File: src/riscvCfg.svh
// Core width, reset fetch address and bubble instruction encoding
`ifndef RISCV_CFG_SVH
`define RISCV_CFG_SVH

//////////////////////////////
// Core configuration
//////////////////////////////

// Data and address width
`define XLEN 32

// First fetch address after reset
`define RESET_PC 32'h0000_0000

// ADDI x0, x0, 0 fills squashed fetch/decode slots
`define NOP_INSTR 32'h0000_0013

`endif
File: src/riscvPkg.sv
// Width typedefs, operation enums and stage-boundary structs
`include "riscvCfg.svh"

package riscvPkg;

  // Widths that carry a meaning
  typedef logic [`XLEN-1:0] xlenT;
  typedef logic [31:0]      instrT;
  typedef logic [4:0]       regIdxT;

  //////////////////////////////
  // Operation encodings
  //////////////////////////////

  // ALU operations, passB serves LUI
  typedef enum logic [3:0] {
    aluAdd, aluSub, aluAnd, aluOr, aluXor, aluSlt, aluSll, aluSrl, aluPassB
  } aluOpT;

  // Immediate formats
  typedef enum logic [2:0] {immI, immS, immB, immU, immJ} immSrcT;

  // Writeback source
  typedef enum logic [1:0] {resAlu, resMem, resPc4} resultSrcT;

  // Operand source in execute
  typedef enum logic [1:0] {fwdReg, fwdMem, fwdWb} fwdSelT;

  //////////////////////////////
  // Stage boundaries
  //////////////////////////////

  typedef struct packed {
    instrT instr;
    xlenT  pc;
    xlenT  pcPlus4;
  } fetchDecT;

  typedef struct packed {
    aluOpT     aluOp;
    logic      aluSrcB;
    logic      regWrite;
    logic      memWrite;
    logic      memRead;
    resultSrcT resultSrc;
    logic      branch;
    logic      branchNe;
    logic      jump;
    logic      jumpReg;
    regIdxT    rs1;
    regIdxT    rs2;
    regIdxT    rd;
    xlenT      rs1Val;
    xlenT      rs2Val;
    xlenT      imm;
    xlenT      pc;
    xlenT      pcPlus4;
  } decExT;

  typedef struct packed {
    logic      regWrite;
    logic      memWrite;
    logic      memRead;
    resultSrcT resultSrc;
    regIdxT    rd;
    xlenT      aluResult;
    xlenT      storeData;
    xlenT      pcPlus4;
  } exMemT;

  // One retired register write
  typedef struct packed {
    regIdxT rd;
    xlenT   result;
  } retireT;

endpackage

File: src/riscvCore.sv
// Top level with fetch, decode, execute, memory/writeback stages and hazard unit
module riscvCore import riscvPkg::*; (
  input  logic   clk,
  input  logic   arstN,
  output xlenT   pcF,
  input  instrT  instrF,
  output xlenT   dataAddr,
  output xlenT   writeData,
  output logic   memWrite,
  input  xlenT   readData,
  output logic   retireValid,
  output retireT retire
);

  // Stage boundaries
  fetchDecT fetchDec;
  decExT    decEx;
  exMemT    exMem;

  // Hazard control
  regIdxT rs1D, rs2D;
  logic   stallF, stallD, flushD, flushE;
  fwdSelT fwdA, fwdB;

  // Redirect and writeback
  logic   pcSrc;
  xlenT   pcTarget;
  xlenT   memResult;
  logic   wbRegWrite;
  regIdxT wbRd;
  xlenT   wbResult;

  fetchStage i_fetchStage (
    .clk(clk), .arstN(arstN), .stallF(stallF), .stallD(stallD), .flushD(flushD),
    .pcSrc(pcSrc), .pcTarget(pcTarget), .instrF(instrF), .pcF(pcF), .fetchDec(fetchDec)
  );

  decodeStage i_decodeStage (
    .clk(clk), .arstN(arstN), .flushE(flushE), .fetchDec(fetchDec),
    .wbRegWrite(wbRegWrite), .wbRd(wbRd), .wbResult(wbResult),
    .rs1D(rs1D), .rs2D(rs2D), .decEx(decEx)
  );

  executeStage i_executeStage (
    .clk(clk), .arstN(arstN), .decEx(decEx), .fwdA(fwdA), .fwdB(fwdB),
    .memResult(memResult), .wbResult(wbResult),
    .pcSrc(pcSrc), .pcTarget(pcTarget), .exMem(exMem)
  );

  memWbStage i_memWbStage (
    .clk(clk), .arstN(arstN), .exMem(exMem), .readData(readData),
    .dataAddr(dataAddr), .writeData(writeData), .memWrite(memWrite), .memResult(memResult),
    .wbRegWrite(wbRegWrite), .wbRd(wbRd), .wbResult(wbResult),
    .retireValid(retireValid), .retire(retire)
  );

  hazardUnit i_hazardUnit (
    .rs1D(rs1D), .rs2D(rs2D), .decEx(decEx), .exMem(exMem),
    .wbRegWrite(wbRegWrite), .wbRd(wbRd), .pcSrc(pcSrc),
    .stallF(stallF), .stallD(stallD), .flushD(flushD), .flushE(flushE),
    .fwdA(fwdA), .fwdB(fwdB)
  );

endmodule

File: src/hazardUnit.sv
// Forwarding selects, load-use stall and branch flush control
module hazardUnit import riscvPkg::*; (
  input  regIdxT rs1D,
  input  regIdxT rs2D,
  input  decExT  decEx,
  input  exMemT  exMem,
  input  logic   wbRegWrite,
  input  regIdxT wbRd,
  input  logic   pcSrc,
  output logic   stallF,
  output logic   stallD,
  output logic   flushD,
  output logic   flushE,
  output fwdSelT fwdA,
  output fwdSelT fwdB
);

  logic loadUse;

  // Youngest producer wins, x0 never forwarded
  function automatic fwdSelT fwdPick(input regIdxT rs, input exMemT mem,
                                     input logic wbWe, input regIdxT wbDst);
    if (rs != '0 && mem.regWrite && mem.rd == rs)
      return fwdMem;
    if (rs != '0 && wbWe && wbDst == rs)
      return fwdWb;
    return fwdReg;
  endfunction

  always_comb begin
    fwdA = fwdPick(decEx.rs1, exMem, wbRegWrite, wbRd);
    fwdB = fwdPick(decEx.rs2, exMem, wbRegWrite, wbRd);
  end

  //////////////////////////////
  // Stall and flush
  //////////////////////////////

  // Load in execute feeding the instruction in decode
  assign loadUse = decEx.memRead && (decEx.rd != '0) &&
                   ((decEx.rd == rs1D) || (decEx.rd == rs2D));

  assign stallF = loadUse;
  assign stallD = loadUse;
  // Taken redirect squashes decode and execute
  assign flushD = pcSrc;
  assign flushE = loadUse || pcSrc;

  // A load and a redirect never sit in execute together
  always_comb begin
    a_stallFlushExcl: assert final (!(stallD && flushD));
  end

endmodule

File: src/memWbStage.sv
// Data memory port, memory/writeback register, result select and retire port
module memWbStage import riscvPkg::*; (
  input  logic   clk,
  input  logic   arstN,
  input  exMemT  exMem,
  input  xlenT   readData,
  output xlenT   dataAddr,
  output xlenT   writeData,
  output logic   memWrite,
  output xlenT   memResult,
  output logic   wbRegWrite,
  output regIdxT wbRd,
  output xlenT   wbResult,
  output logic   retireValid,
  output retireT retire
);

  resultSrcT resultSrcW;
  xlenT      aluW;
  xlenT      readW;

  // Data port straight from the execute/memory register
  assign dataAddr  = exMem.aluResult;
  assign writeData = exMem.storeData;
  assign memWrite  = exMem.memWrite;

  // Forwarded value, link address for jumps
  assign memResult = (exMem.resultSrc == resPc4) ? exMem.pcPlus4 : exMem.aluResult;

  //////////////////////////////
  // Memory/writeback register
  //////////////////////////////

  always_ff @(posedge clk or negedge arstN) begin
    if (!arstN) begin
      wbRegWrite <= 1'b0;
      wbRd       <= '0;
      resultSrcW <= resAlu;
    end else begin
      wbRegWrite <= exMem.regWrite;
      wbRd       <= exMem.rd;
      resultSrcW <= exMem.resultSrc;
    end
  end

  // Result payload, load data only captured on a load
  always_ff @(posedge clk) begin
    aluW <= memResult;
    if (exMem.memRead)
      readW <= readData;
  end

  // Writeback select
  assign wbResult    = (resultSrcW == resMem) ? readW : aluW;

  // Retire port, x0 writes are not events
  assign retireValid = wbRegWrite && (wbRd != '0);
  assign retire      = '{rd: wbRd, result: wbResult};

endmodule

File: src/executeStage.sv
// Forwarding muxes, ALU, branch compare, target adder and execute/memory register
`include "riscvCfg.svh"

module executeStage import riscvPkg::*; (
  input  logic   clk,
  input  logic   arstN,
  input  decExT  decEx,
  input  fwdSelT fwdA,
  input  fwdSelT fwdB,
  input  xlenT   memResult,
  input  xlenT   wbResult,
  output logic   pcSrc,
  output xlenT   pcTarget,
  output exMemT  exMem
);

  xlenT srcA;
  xlenT fwdValB;
  xlenT srcB;
  xlenT aluResult;
  xlenT regTarget;
  logic taken;

  // Operand forwarding
  always_comb begin
    case (fwdA)
      fwdMem:  srcA = memResult;
      fwdWb:   srcA = wbResult;
      default: srcA = decEx.rs1Val;
    endcase
    case (fwdB)
      fwdMem:  fwdValB = memResult;
      fwdWb:   fwdValB = wbResult;
      default: fwdValB = decEx.rs2Val;
    endcase
  end

  assign srcB = decEx.aluSrcB ? decEx.imm : fwdValB;

  // ALU, shifts use the low five bits
  always_comb begin
    case (decEx.aluOp)
      aluSub:   aluResult = srcA - srcB;
      aluAnd:   aluResult = srcA & srcB;
      aluOr:    aluResult = srcA | srcB;
      aluXor:   aluResult = srcA ^ srcB;
      aluSlt:   aluResult = xlenT'($signed(srcA) < $signed(srcB));
      aluSll:   aluResult = srcA << srcB[4:0];
      aluSrl:   aluResult = srcA >> srcB[4:0];
      aluPassB: aluResult = srcB;
      default:  aluResult = srcA + srcB;
    endcase
  end

  //////////////////////////////
  // Branch resolution
  //////////////////////////////

  // Equality inverted for BNE
  assign taken     = decEx.branch && ((srcA == fwdValB) ^ decEx.branchNe);
  assign pcSrc     = taken || decEx.jump;
  // JALR clears bit 0 of the target
  assign regTarget = srcA + decEx.imm;
  assign pcTarget  = decEx.jumpReg ? {regTarget[`XLEN-1:1], 1'b0} : decEx.pc + decEx.imm;

  // Execute/memory register
  always_ff @(posedge clk or negedge arstN) begin
    if (!arstN) begin
      exMem <= '0;
    end else begin
      exMem.regWrite  <= decEx.regWrite;
      exMem.memWrite  <= decEx.memWrite;
      exMem.memRead   <= decEx.memRead;
      exMem.resultSrc <= decEx.resultSrc;
      exMem.rd        <= decEx.rd;
      exMem.aluResult <= aluResult;
      exMem.storeData <= fwdValB;
      exMem.pcPlus4   <= decEx.pcPlus4;
    end
  end

  // A jump never becomes a store at the data port
  a_jumpNoStore: assert property (@(posedge clk) disable iff (!arstN)
    decEx.jump |=> !exMem.memWrite);

endmodule

File: src/decodeStage.sv
// Instruction decoder, register file, immediate extender and decode/execute register
module decodeStage import riscvPkg::*; (
  input  logic     clk,
  input  logic     arstN,
  input  logic     flushE,
  input  fetchDecT fetchDec,
  input  logic     wbRegWrite,
  input  regIdxT   wbRd,
  input  xlenT     wbResult,
  output regIdxT   rs1D,
  output regIdxT   rs2D,
  output decExT    decEx
);

  instrT      instr;
  logic [6:0] opcode;
  logic [2:0] funct3;
  immSrcT     immSrc;
  xlenT       immD;
  xlenT       rs1ValD;
  xlenT       rs2ValD;
  decExT      decExD;
  xlenT       rf [32];

  // ALU operation from funct3, subOp only set for R-type SUB
  function automatic aluOpT aluDecode(input logic [2:0] f3, input logic subOp);
    case (f3)
      3'b000:  return subOp ? aluSub : aluAdd;
      3'b001:  return aluSll;
      3'b010:  return aluSlt;
      3'b100:  return aluXor;
      3'b101:  return aluSrl;
      3'b110:  return aluOr;
      3'b111:  return aluAnd;
      default: return aluAdd;
    endcase
  endfunction

  assign instr  = fetchDec.instr;
  assign opcode = instr[6:0];
  assign funct3 = instr[14:12];
  assign rs1D   = instr[19:15];
  assign rs2D   = instr[24:20];

  //////////////////////////////
  // Control decode
  //////////////////////////////

  always_comb begin
    decExD = '0;
    immSrc = immI;
    case (opcode)
      // R-type register ops
      7'b0110011: begin
        decExD.regWrite = 1'b1;
        decExD.aluOp    = aluDecode(funct3, instr[30]);
      end
      // Immediate ops, no subtract form
      7'b0010011: begin
        decExD.regWrite = 1'b1;
        decExD.aluSrcB  = 1'b1;
        decExD.aluOp    = aluDecode(funct3, 1'b0);
      end
      7'b0110111: begin
        immSrc          = immU;
        decExD.regWrite = 1'b1;
        decExD.aluSrcB  = 1'b1;
        decExD.aluOp    = aluPassB;
      end
      // LW
      7'b0000011: begin
        decExD.regWrite  = 1'b1;
        decExD.aluSrcB   = 1'b1;
        decExD.memRead   = 1'b1;
        decExD.resultSrc = resMem;
      end
      // SW
      7'b0100011: begin
        immSrc          = immS;
        decExD.aluSrcB  = 1'b1;
        decExD.memWrite = 1'b1;
      end
      // BEQ, BNE picked by funct3 bit 0
      7'b1100011: begin
        immSrc          = immB;
        decExD.branch   = 1'b1;
        decExD.branchNe = funct3[0];
      end
      7'b1101111: begin
        immSrc           = immJ;
        decExD.regWrite  = 1'b1;
        decExD.jump      = 1'b1;
        decExD.resultSrc = resPc4;
      end
      // JALR, target from rs1
      7'b1100111: begin
        decExD.regWrite  = 1'b1;
        decExD.jump      = 1'b1;
        decExD.jumpReg   = 1'b1;
        decExD.resultSrc = resPc4;
      end
      default: ;
    endcase
    decExD.rs1     = rs1D;
    decExD.rs2     = rs2D;
    decExD.rd      = instr[11:7];
    decExD.rs1Val  = rs1ValD;
    decExD.rs2Val  = rs2ValD;
    decExD.imm     = immD;
    decExD.pc      = fetchDec.pc;
    decExD.pcPlus4 = fetchDec.pcPlus4;
  end

  // Immediate extender
  always_comb begin
    case (immSrc)
      immI:    immD = {{20{instr[31]}}, instr[31:20]};
      immS:    immD = {{20{instr[31]}}, instr[31:25], instr[11:7]};
      immB:    immD = {{20{instr[31]}}, instr[7], instr[30:25], instr[11:8], 1'b0};
      immU:    immD = {instr[31:12], 12'b0};
      default: immD = {{12{instr[31]}}, instr[19:12], instr[20], instr[30:21], 1'b0};
    endcase
  end

  //////////////////////////////
  // Register file
  //////////////////////////////

  // Writeback port, x0 cleared on reset and never written
  always_ff @(posedge clk or negedge arstN) begin
    if (!arstN) begin
      for (int i = 0; i < 32; i++) begin
        rf[i] <= '0;
      end
    end else if (wbRegWrite && wbRd != '0) begin
      rf[wbRd] <= wbResult;
    end
  end

  // Read ports bypass the same-cycle write
  assign rs1ValD = (wbRegWrite && wbRd != '0 && wbRd == rs1D) ? wbResult : rf[rs1D];
  assign rs2ValD = (wbRegWrite && wbRd != '0 && wbRd == rs2D) ? wbResult : rf[rs2D];

  // Decode/execute register, bubble on flush
  always_ff @(posedge clk or negedge arstN) begin
    if (!arstN) begin
      decEx <= '0;
    end else if (flushE) begin
      decEx <= '0;
    end else begin
      decEx <= decExD;
    end
  end

  // x0 reaches execute as zero
  a_x0ReadsZero: assert property (@(posedge clk) disable iff (!arstN)
    rs1D == '0 |=> decEx.rs1Val == '0);

endmodule

File: src/fetchStage.sv
// PC register, next-PC select and fetch/decode instruction register
`include "riscvCfg.svh"

module fetchStage import riscvPkg::*; (
  input  logic     clk,
  input  logic     arstN,
  input  logic     stallF,
  input  logic     stallD,
  input  logic     flushD,
  input  logic     pcSrc,
  input  xlenT     pcTarget,
  input  instrT    instrF,
  output xlenT     pcF,
  output fetchDecT fetchDec
);

  xlenT pcPlus4F;
  xlenT pcNext;

  assign pcPlus4F = pcF + xlenT'(4);
  // Redirect from execute wins over sequential fetch
  assign pcNext   = pcSrc ? pcTarget : pcPlus4F;

  // PC holds while a load-use bubble drains
  always_ff @(posedge clk or negedge arstN) begin
    if (!arstN) begin
      pcF <= `RESET_PC;
    end else if (!stallF) begin
      pcF <= pcNext;
    end
  end

  // Fetch/decode register, squashed slot becomes a NOP
  always_ff @(posedge clk or negedge arstN) begin
    if (!arstN) begin
      fetchDec <= '{instr: `NOP_INSTR, pc: '0, pcPlus4: '0};
    end else if (flushD) begin
      fetchDec <= '{instr: `NOP_INSTR, pc: '0, pcPlus4: '0};
    end else if (!stallD) begin
      fetchDec <= '{instr: instrF, pc: pcF, pcPlus4: pcPlus4F};
    end
  end

endmodule

File: config.mk
export PLATFORM = sky130hd
export DESIGN_NAME = riscvCore
export DESIGN_NICKNAME = d
export VERILOG_FILES = /design/src/riscvPkg.sv /design/src/riscvCore.sv /design/src/hazardUnit.sv /design/src/memWbStage.sv /design/src/executeStage.sv /design/src/decodeStage.sv /design/src/fetchStage.sv
export VERILOG_INCLUDE_DIRS = /design/src
export SDC_FILE = /design/constraint.sdc
export NUM_CORES = 2
export LEC_CHECK = 0
export BUFFER_PORTS_ARGS = -buffer_cell sky130_fd_sc_hd__buf_2
export CAP_MARGIN = 15
export CORE_MARGIN = 2
export CORE_UTILIZATION = 58
export DETAILED_ROUTE_END_ITERATION = 6
export MAX_ROUTING_LAYER = met4
export PLACE_DENSITY = 0.89
export RECOVER_POWER = 50
export REMOVE_ABC_BUFFERS = 1
export SYNTH_ARGS = -nofsm -noshare
export SYNTH_HDL_FRONTEND = slang
export SYNTH_SLANG_ARGS = --single-unit
export TNS_END_PERCENT = 10
File: constraint.sdc
create_clock -name clk -period 5.8 [get_ports clk]
set_input_delay 1.16 -clock clk [delete_from_list [all_inputs] [get_ports clk]]
set_output_delay 1.16 -clock clk [all_outputs]
set_load 0.1 [all_outputs]
==> impl_metrics.tcl <==
set metrics [dict create \
    critPathKind "flop to flop" \
    finalCriticalPeriod_ns 5.69 \
    avgSynthCellArea_um2 10.6 \
    synth_area_mm2 0.0848 \
    worst_pin_slew_ns 4.08 \
    die-area_mm2 0.149 \
    port_buffers 200 \
    grtUsageMet2_pct 64.6 \
    numCtsBuffers 159 \
    grt_pass1_vias 74900 \
    synthXorXnorAreaFrac_pct 1.94 \
    antenna_found_initial 20 \
    rows 140 \
    die_h_um 386 \
    grt_pass1_wl_mm 487 \
    area_growth_pct 11.2 \
    grt-ovfl-total 0 \
    hold_ws_ns 0.333 \
    startpoint "i_executeStage.exMem[102]$_DFF_PN0_" \
    cts_resized 0 \
    drtIter0Drc 10800 \
    async_flop_share_pct 95.8 \
    wl_per_cell_um 32.7 \
    fmax_mhz 176 \
    hpwlAfterDp_mm 210 \
    htree_levels 4 \
    r2r_start "i_executeStage.exMem[102]$_DFF_PN0_" \
    ys.flop_type "dfrtp_1" \
    wirelength_mm 329 \
    postPlaceCellArea_mm2 0.0890 \
    synth_top_family_by_area "multiplexers" \
    slew_violations 174 \
    drc_errors 1 \
    routed_via_density 7.32 \
    synth_mux_area_share_pct 20.1 \
    cts-root-buf "clkbuf_16" \
    drtAntennaViolNets 0 \
    synth_seq_cells 1513 \
    cts.sinks 1513 \
    drive_gt1_share_pct 20.6 \
    ys_types 98 \
    cts.clk_slew.worst_paths_ns 0.06 \
    p_per_area_mw_per_mm2 340 \
    slew_headroom_pct -172 \
    synth_edf_count 32 \
    crit_required_ns 6.43 \
    grt_use_total_pct 45.4 \
    grt_use_met3_pct 16.9 \
    fin_crit_sh_pct 98.1 \
    final_common_cell "dfrtp_1" \
    outcome "complete, but fails checks" \
    critPathLaunchType "flop" \
    arrival_ns 6.32 \
    hp-start "i_decodeStage.decEx[2]$_DFF_PN0_" \
    drv_cap 3 \
    yosysSeqAreaShare_pct 44.6 \
    ios 201 \
    dr.pass1.iters 7 \
    synth-adder-area-share_pct 2.44 \
    synthCells 8040 \
    synthSimpleGateAreaFrac_pct 11.0 \
    hp-class "flop to flop" \
    layout.nets 8229 \
    cts_tree "done" \
    finalSetupTns_ns 0 \
    clk_latency_ns 0.86 \
    gp_congestion 1.13 \
    hold_viol 0 \
    final_cell_mix "dfrtp_1, a21oi_1, nor2_1" \
    yosysWarnings 0 \
    dp_slack_ns 0.144 \
    postCtsSetupBuffers 0 \
    grt_max_degree 159 \
    post-route-worst-setup-slack_ns 0.110 \
    final-setup-viol-count 0 \
    fin_skew_ns 0.0705 \
    cp_max_fo 31 \
    clockBufferDepth 3 \
    postCtsHoldBufs 0 \
    ir_worst_vdd_mv 0.337 \
    dr_total_vias 73700 \
    cellLeakagePower_nw 41.5 \
    violations "DRC, capacitance limit, slew limit" \
    power_mw 32.0 \
    busiest_layer "met2" \
    start_util_pct 58.3 \
    synth_compound_area_share_pct 15.0 \
    fp.coreArea_mm2 0.145 \
    critPathCaptureType "flop" \
    die_w_um 386 \
    fin_area_mm2 0.0943 \
    met1_usage_pct 53.0 \
]
## cell families after synthesis
group / after synthesis
fa+ha+maj: 163
mux: 890
compound gates: 2141
simple gates: 2159
flops: 1513
xor+xnor: 188
buf+inv: 986
## power breakdown
group | leakage (nW) | internal, mW | switching (mW)
logic | 18.9 | 2.77 | 5.68
clock network | 2.62 | 5.96 | 4.67
registers | 20.1 | 11.7 | 1.22
total | 41.5 | 20.5 | 11.6
## critical path: stages, from the launching register on
cell      delay, ns
dfrtp_1        0.36
nor2b_1        0.33
buf_12         0.31
mux2i_1        0.91
o21ai_1        0.29
mux2i_1        0.27
inv_1          0.07
ha_1           0.32
buf_4          0.16
inv_1          0.13
o21ai_0        0.11
a21oi_1        0.18
nor2_1         0.06
o31a_1         0.14
o21ba_2        0.21
o21ai_0        0.19
buf_4          0.17
a21boi_0       0.12
buf_4          0.18
a211o_1        0.28
a211o_1        0.33
o21bai_1       0.20
a32oi_1        0.13
## registers in the layout, indices dropped and copies added, names as in the netlist
| signal | count |
|---|---|
| i_decodeStage.decEx | 186 |
| i_memWbStage.resultSrcW | 2 |
| i_memWbStage.wbRd | 5 |
| i_decodeStage.rf | 1024 |
| i_executeStage.exMem | 105 |
| i_fetchStage.pcF | 32 |
| i_fetchStage.fetchDec | 94 |
| i_memWbStage.aluW | 32 |
| i_memWbStage.wbRegWrite | 1 |
| i_memWbStage.readW | 32 |
## stage by stage
stage	util, %	cells
floorplan	-	7240
finish	64.9	10100
global route	64.8	10100
CTS	64.9	10000
global placement	61.2	9755
detailed placement	61.2	9755
## worst paths after layout
| path | endpoint | slack [ns] | cells after the start |
|---|---|---|---|
| max | i_executeStage.exMem[64]$_DFF_PN0_ | 0.11 | 22 |
| min | i_executeStage.exMem[2]$_DFF_PN0_ | 0.33 | 0 |
| max reg2reg | i_executeStage.exMem[64]$_DFF_PN0_ | 0.11 | 22 |
| min reg2reg | i_executeStage.exMem[2]$_DFF_PN0_ | 0.33 | 0 |
| max in group asynchronous | i_decodeStage.rf[987]$_DFFE_PN0P_ | 0.79 | 2 |
| min in group asynchronous | i_executeStage.exMem[87]$_DFF_PN0_ | 1.72 | 1 |
## routing by layer
layer,vias up,routed length (um)
met5,-,0
met4,0,31000
met3,2206,47500
met2,6610,143000
met1,35700,107000
li1,29100,-
## final cells by class
class | count | area (um^2)
inverter | 186 | 698
fill | 10300 | 51100
sequential | 1513 | 37900
tap | 1917 | 2400
antenna | 17 | 42.5
timing repair buffer | 599 | 4340
clock inverter | 62 | 801
multi-input combinational | 5541 | 43500
clock buffer | 229 | 4570
## Yosys cell counts (12+ instances only)
master / instances / area share (%)
nor3_1: 94 / 0.55
dfrtp_1: 1446 / 43
mux2_2: 57 / 0.76
mux2i_1: 181 / 2.1
a21oi_1: 913 / 5.4
o21a_1: 18 / 0.16
o221ai_1: 40 / 0.41
mux4_2: 645 / 17
and2_1: 13 / 0.096
nor2_1: 890 / 3.9
a31o_2: 12 / 0.12
nor4_1: 17 / 0.13
and3_1: 111 / 0.82
ha_1: 159 / 2.3
dfxtp_1: 32 / 0.76
a21o_1: 74 / 0.65
inv_1: 183 / 0.81
o21ai_0: 557 / 3.3
o31ai_1: 19 / 0.17
clkbuf_1: 598 / 2.6
a31oi_1: 28 / 0.21
or2_2: 13 / 0.096
or3_1: 18 / 0.13
o21bai_1: 26 / 0.23
nand3_1: 123 / 0.73
nand4_1: 18 / 0.13
a221oi_1: 37 / 0.38
buf_2: 49 / 0.29
nand2_1: 703 / 3.1
nor2b_1: 91 / 0.67
a22oi_1: 16 / 0.14
buf_4: 74 / 0.65
buf_1: 72 / 0.32
a211oi_1: 181 / 1.6
xor2_1: 52 / 0.54
o22ai_1: 26 / 0.19
xnor2_1: 136 / 1.4
o211ai_1: 40 / 0.35
edfxtp_1: 32 / 1.1
nand2b_1: 20 / 0.15
No activity file was read; power rests on OpenSTA's default activity.
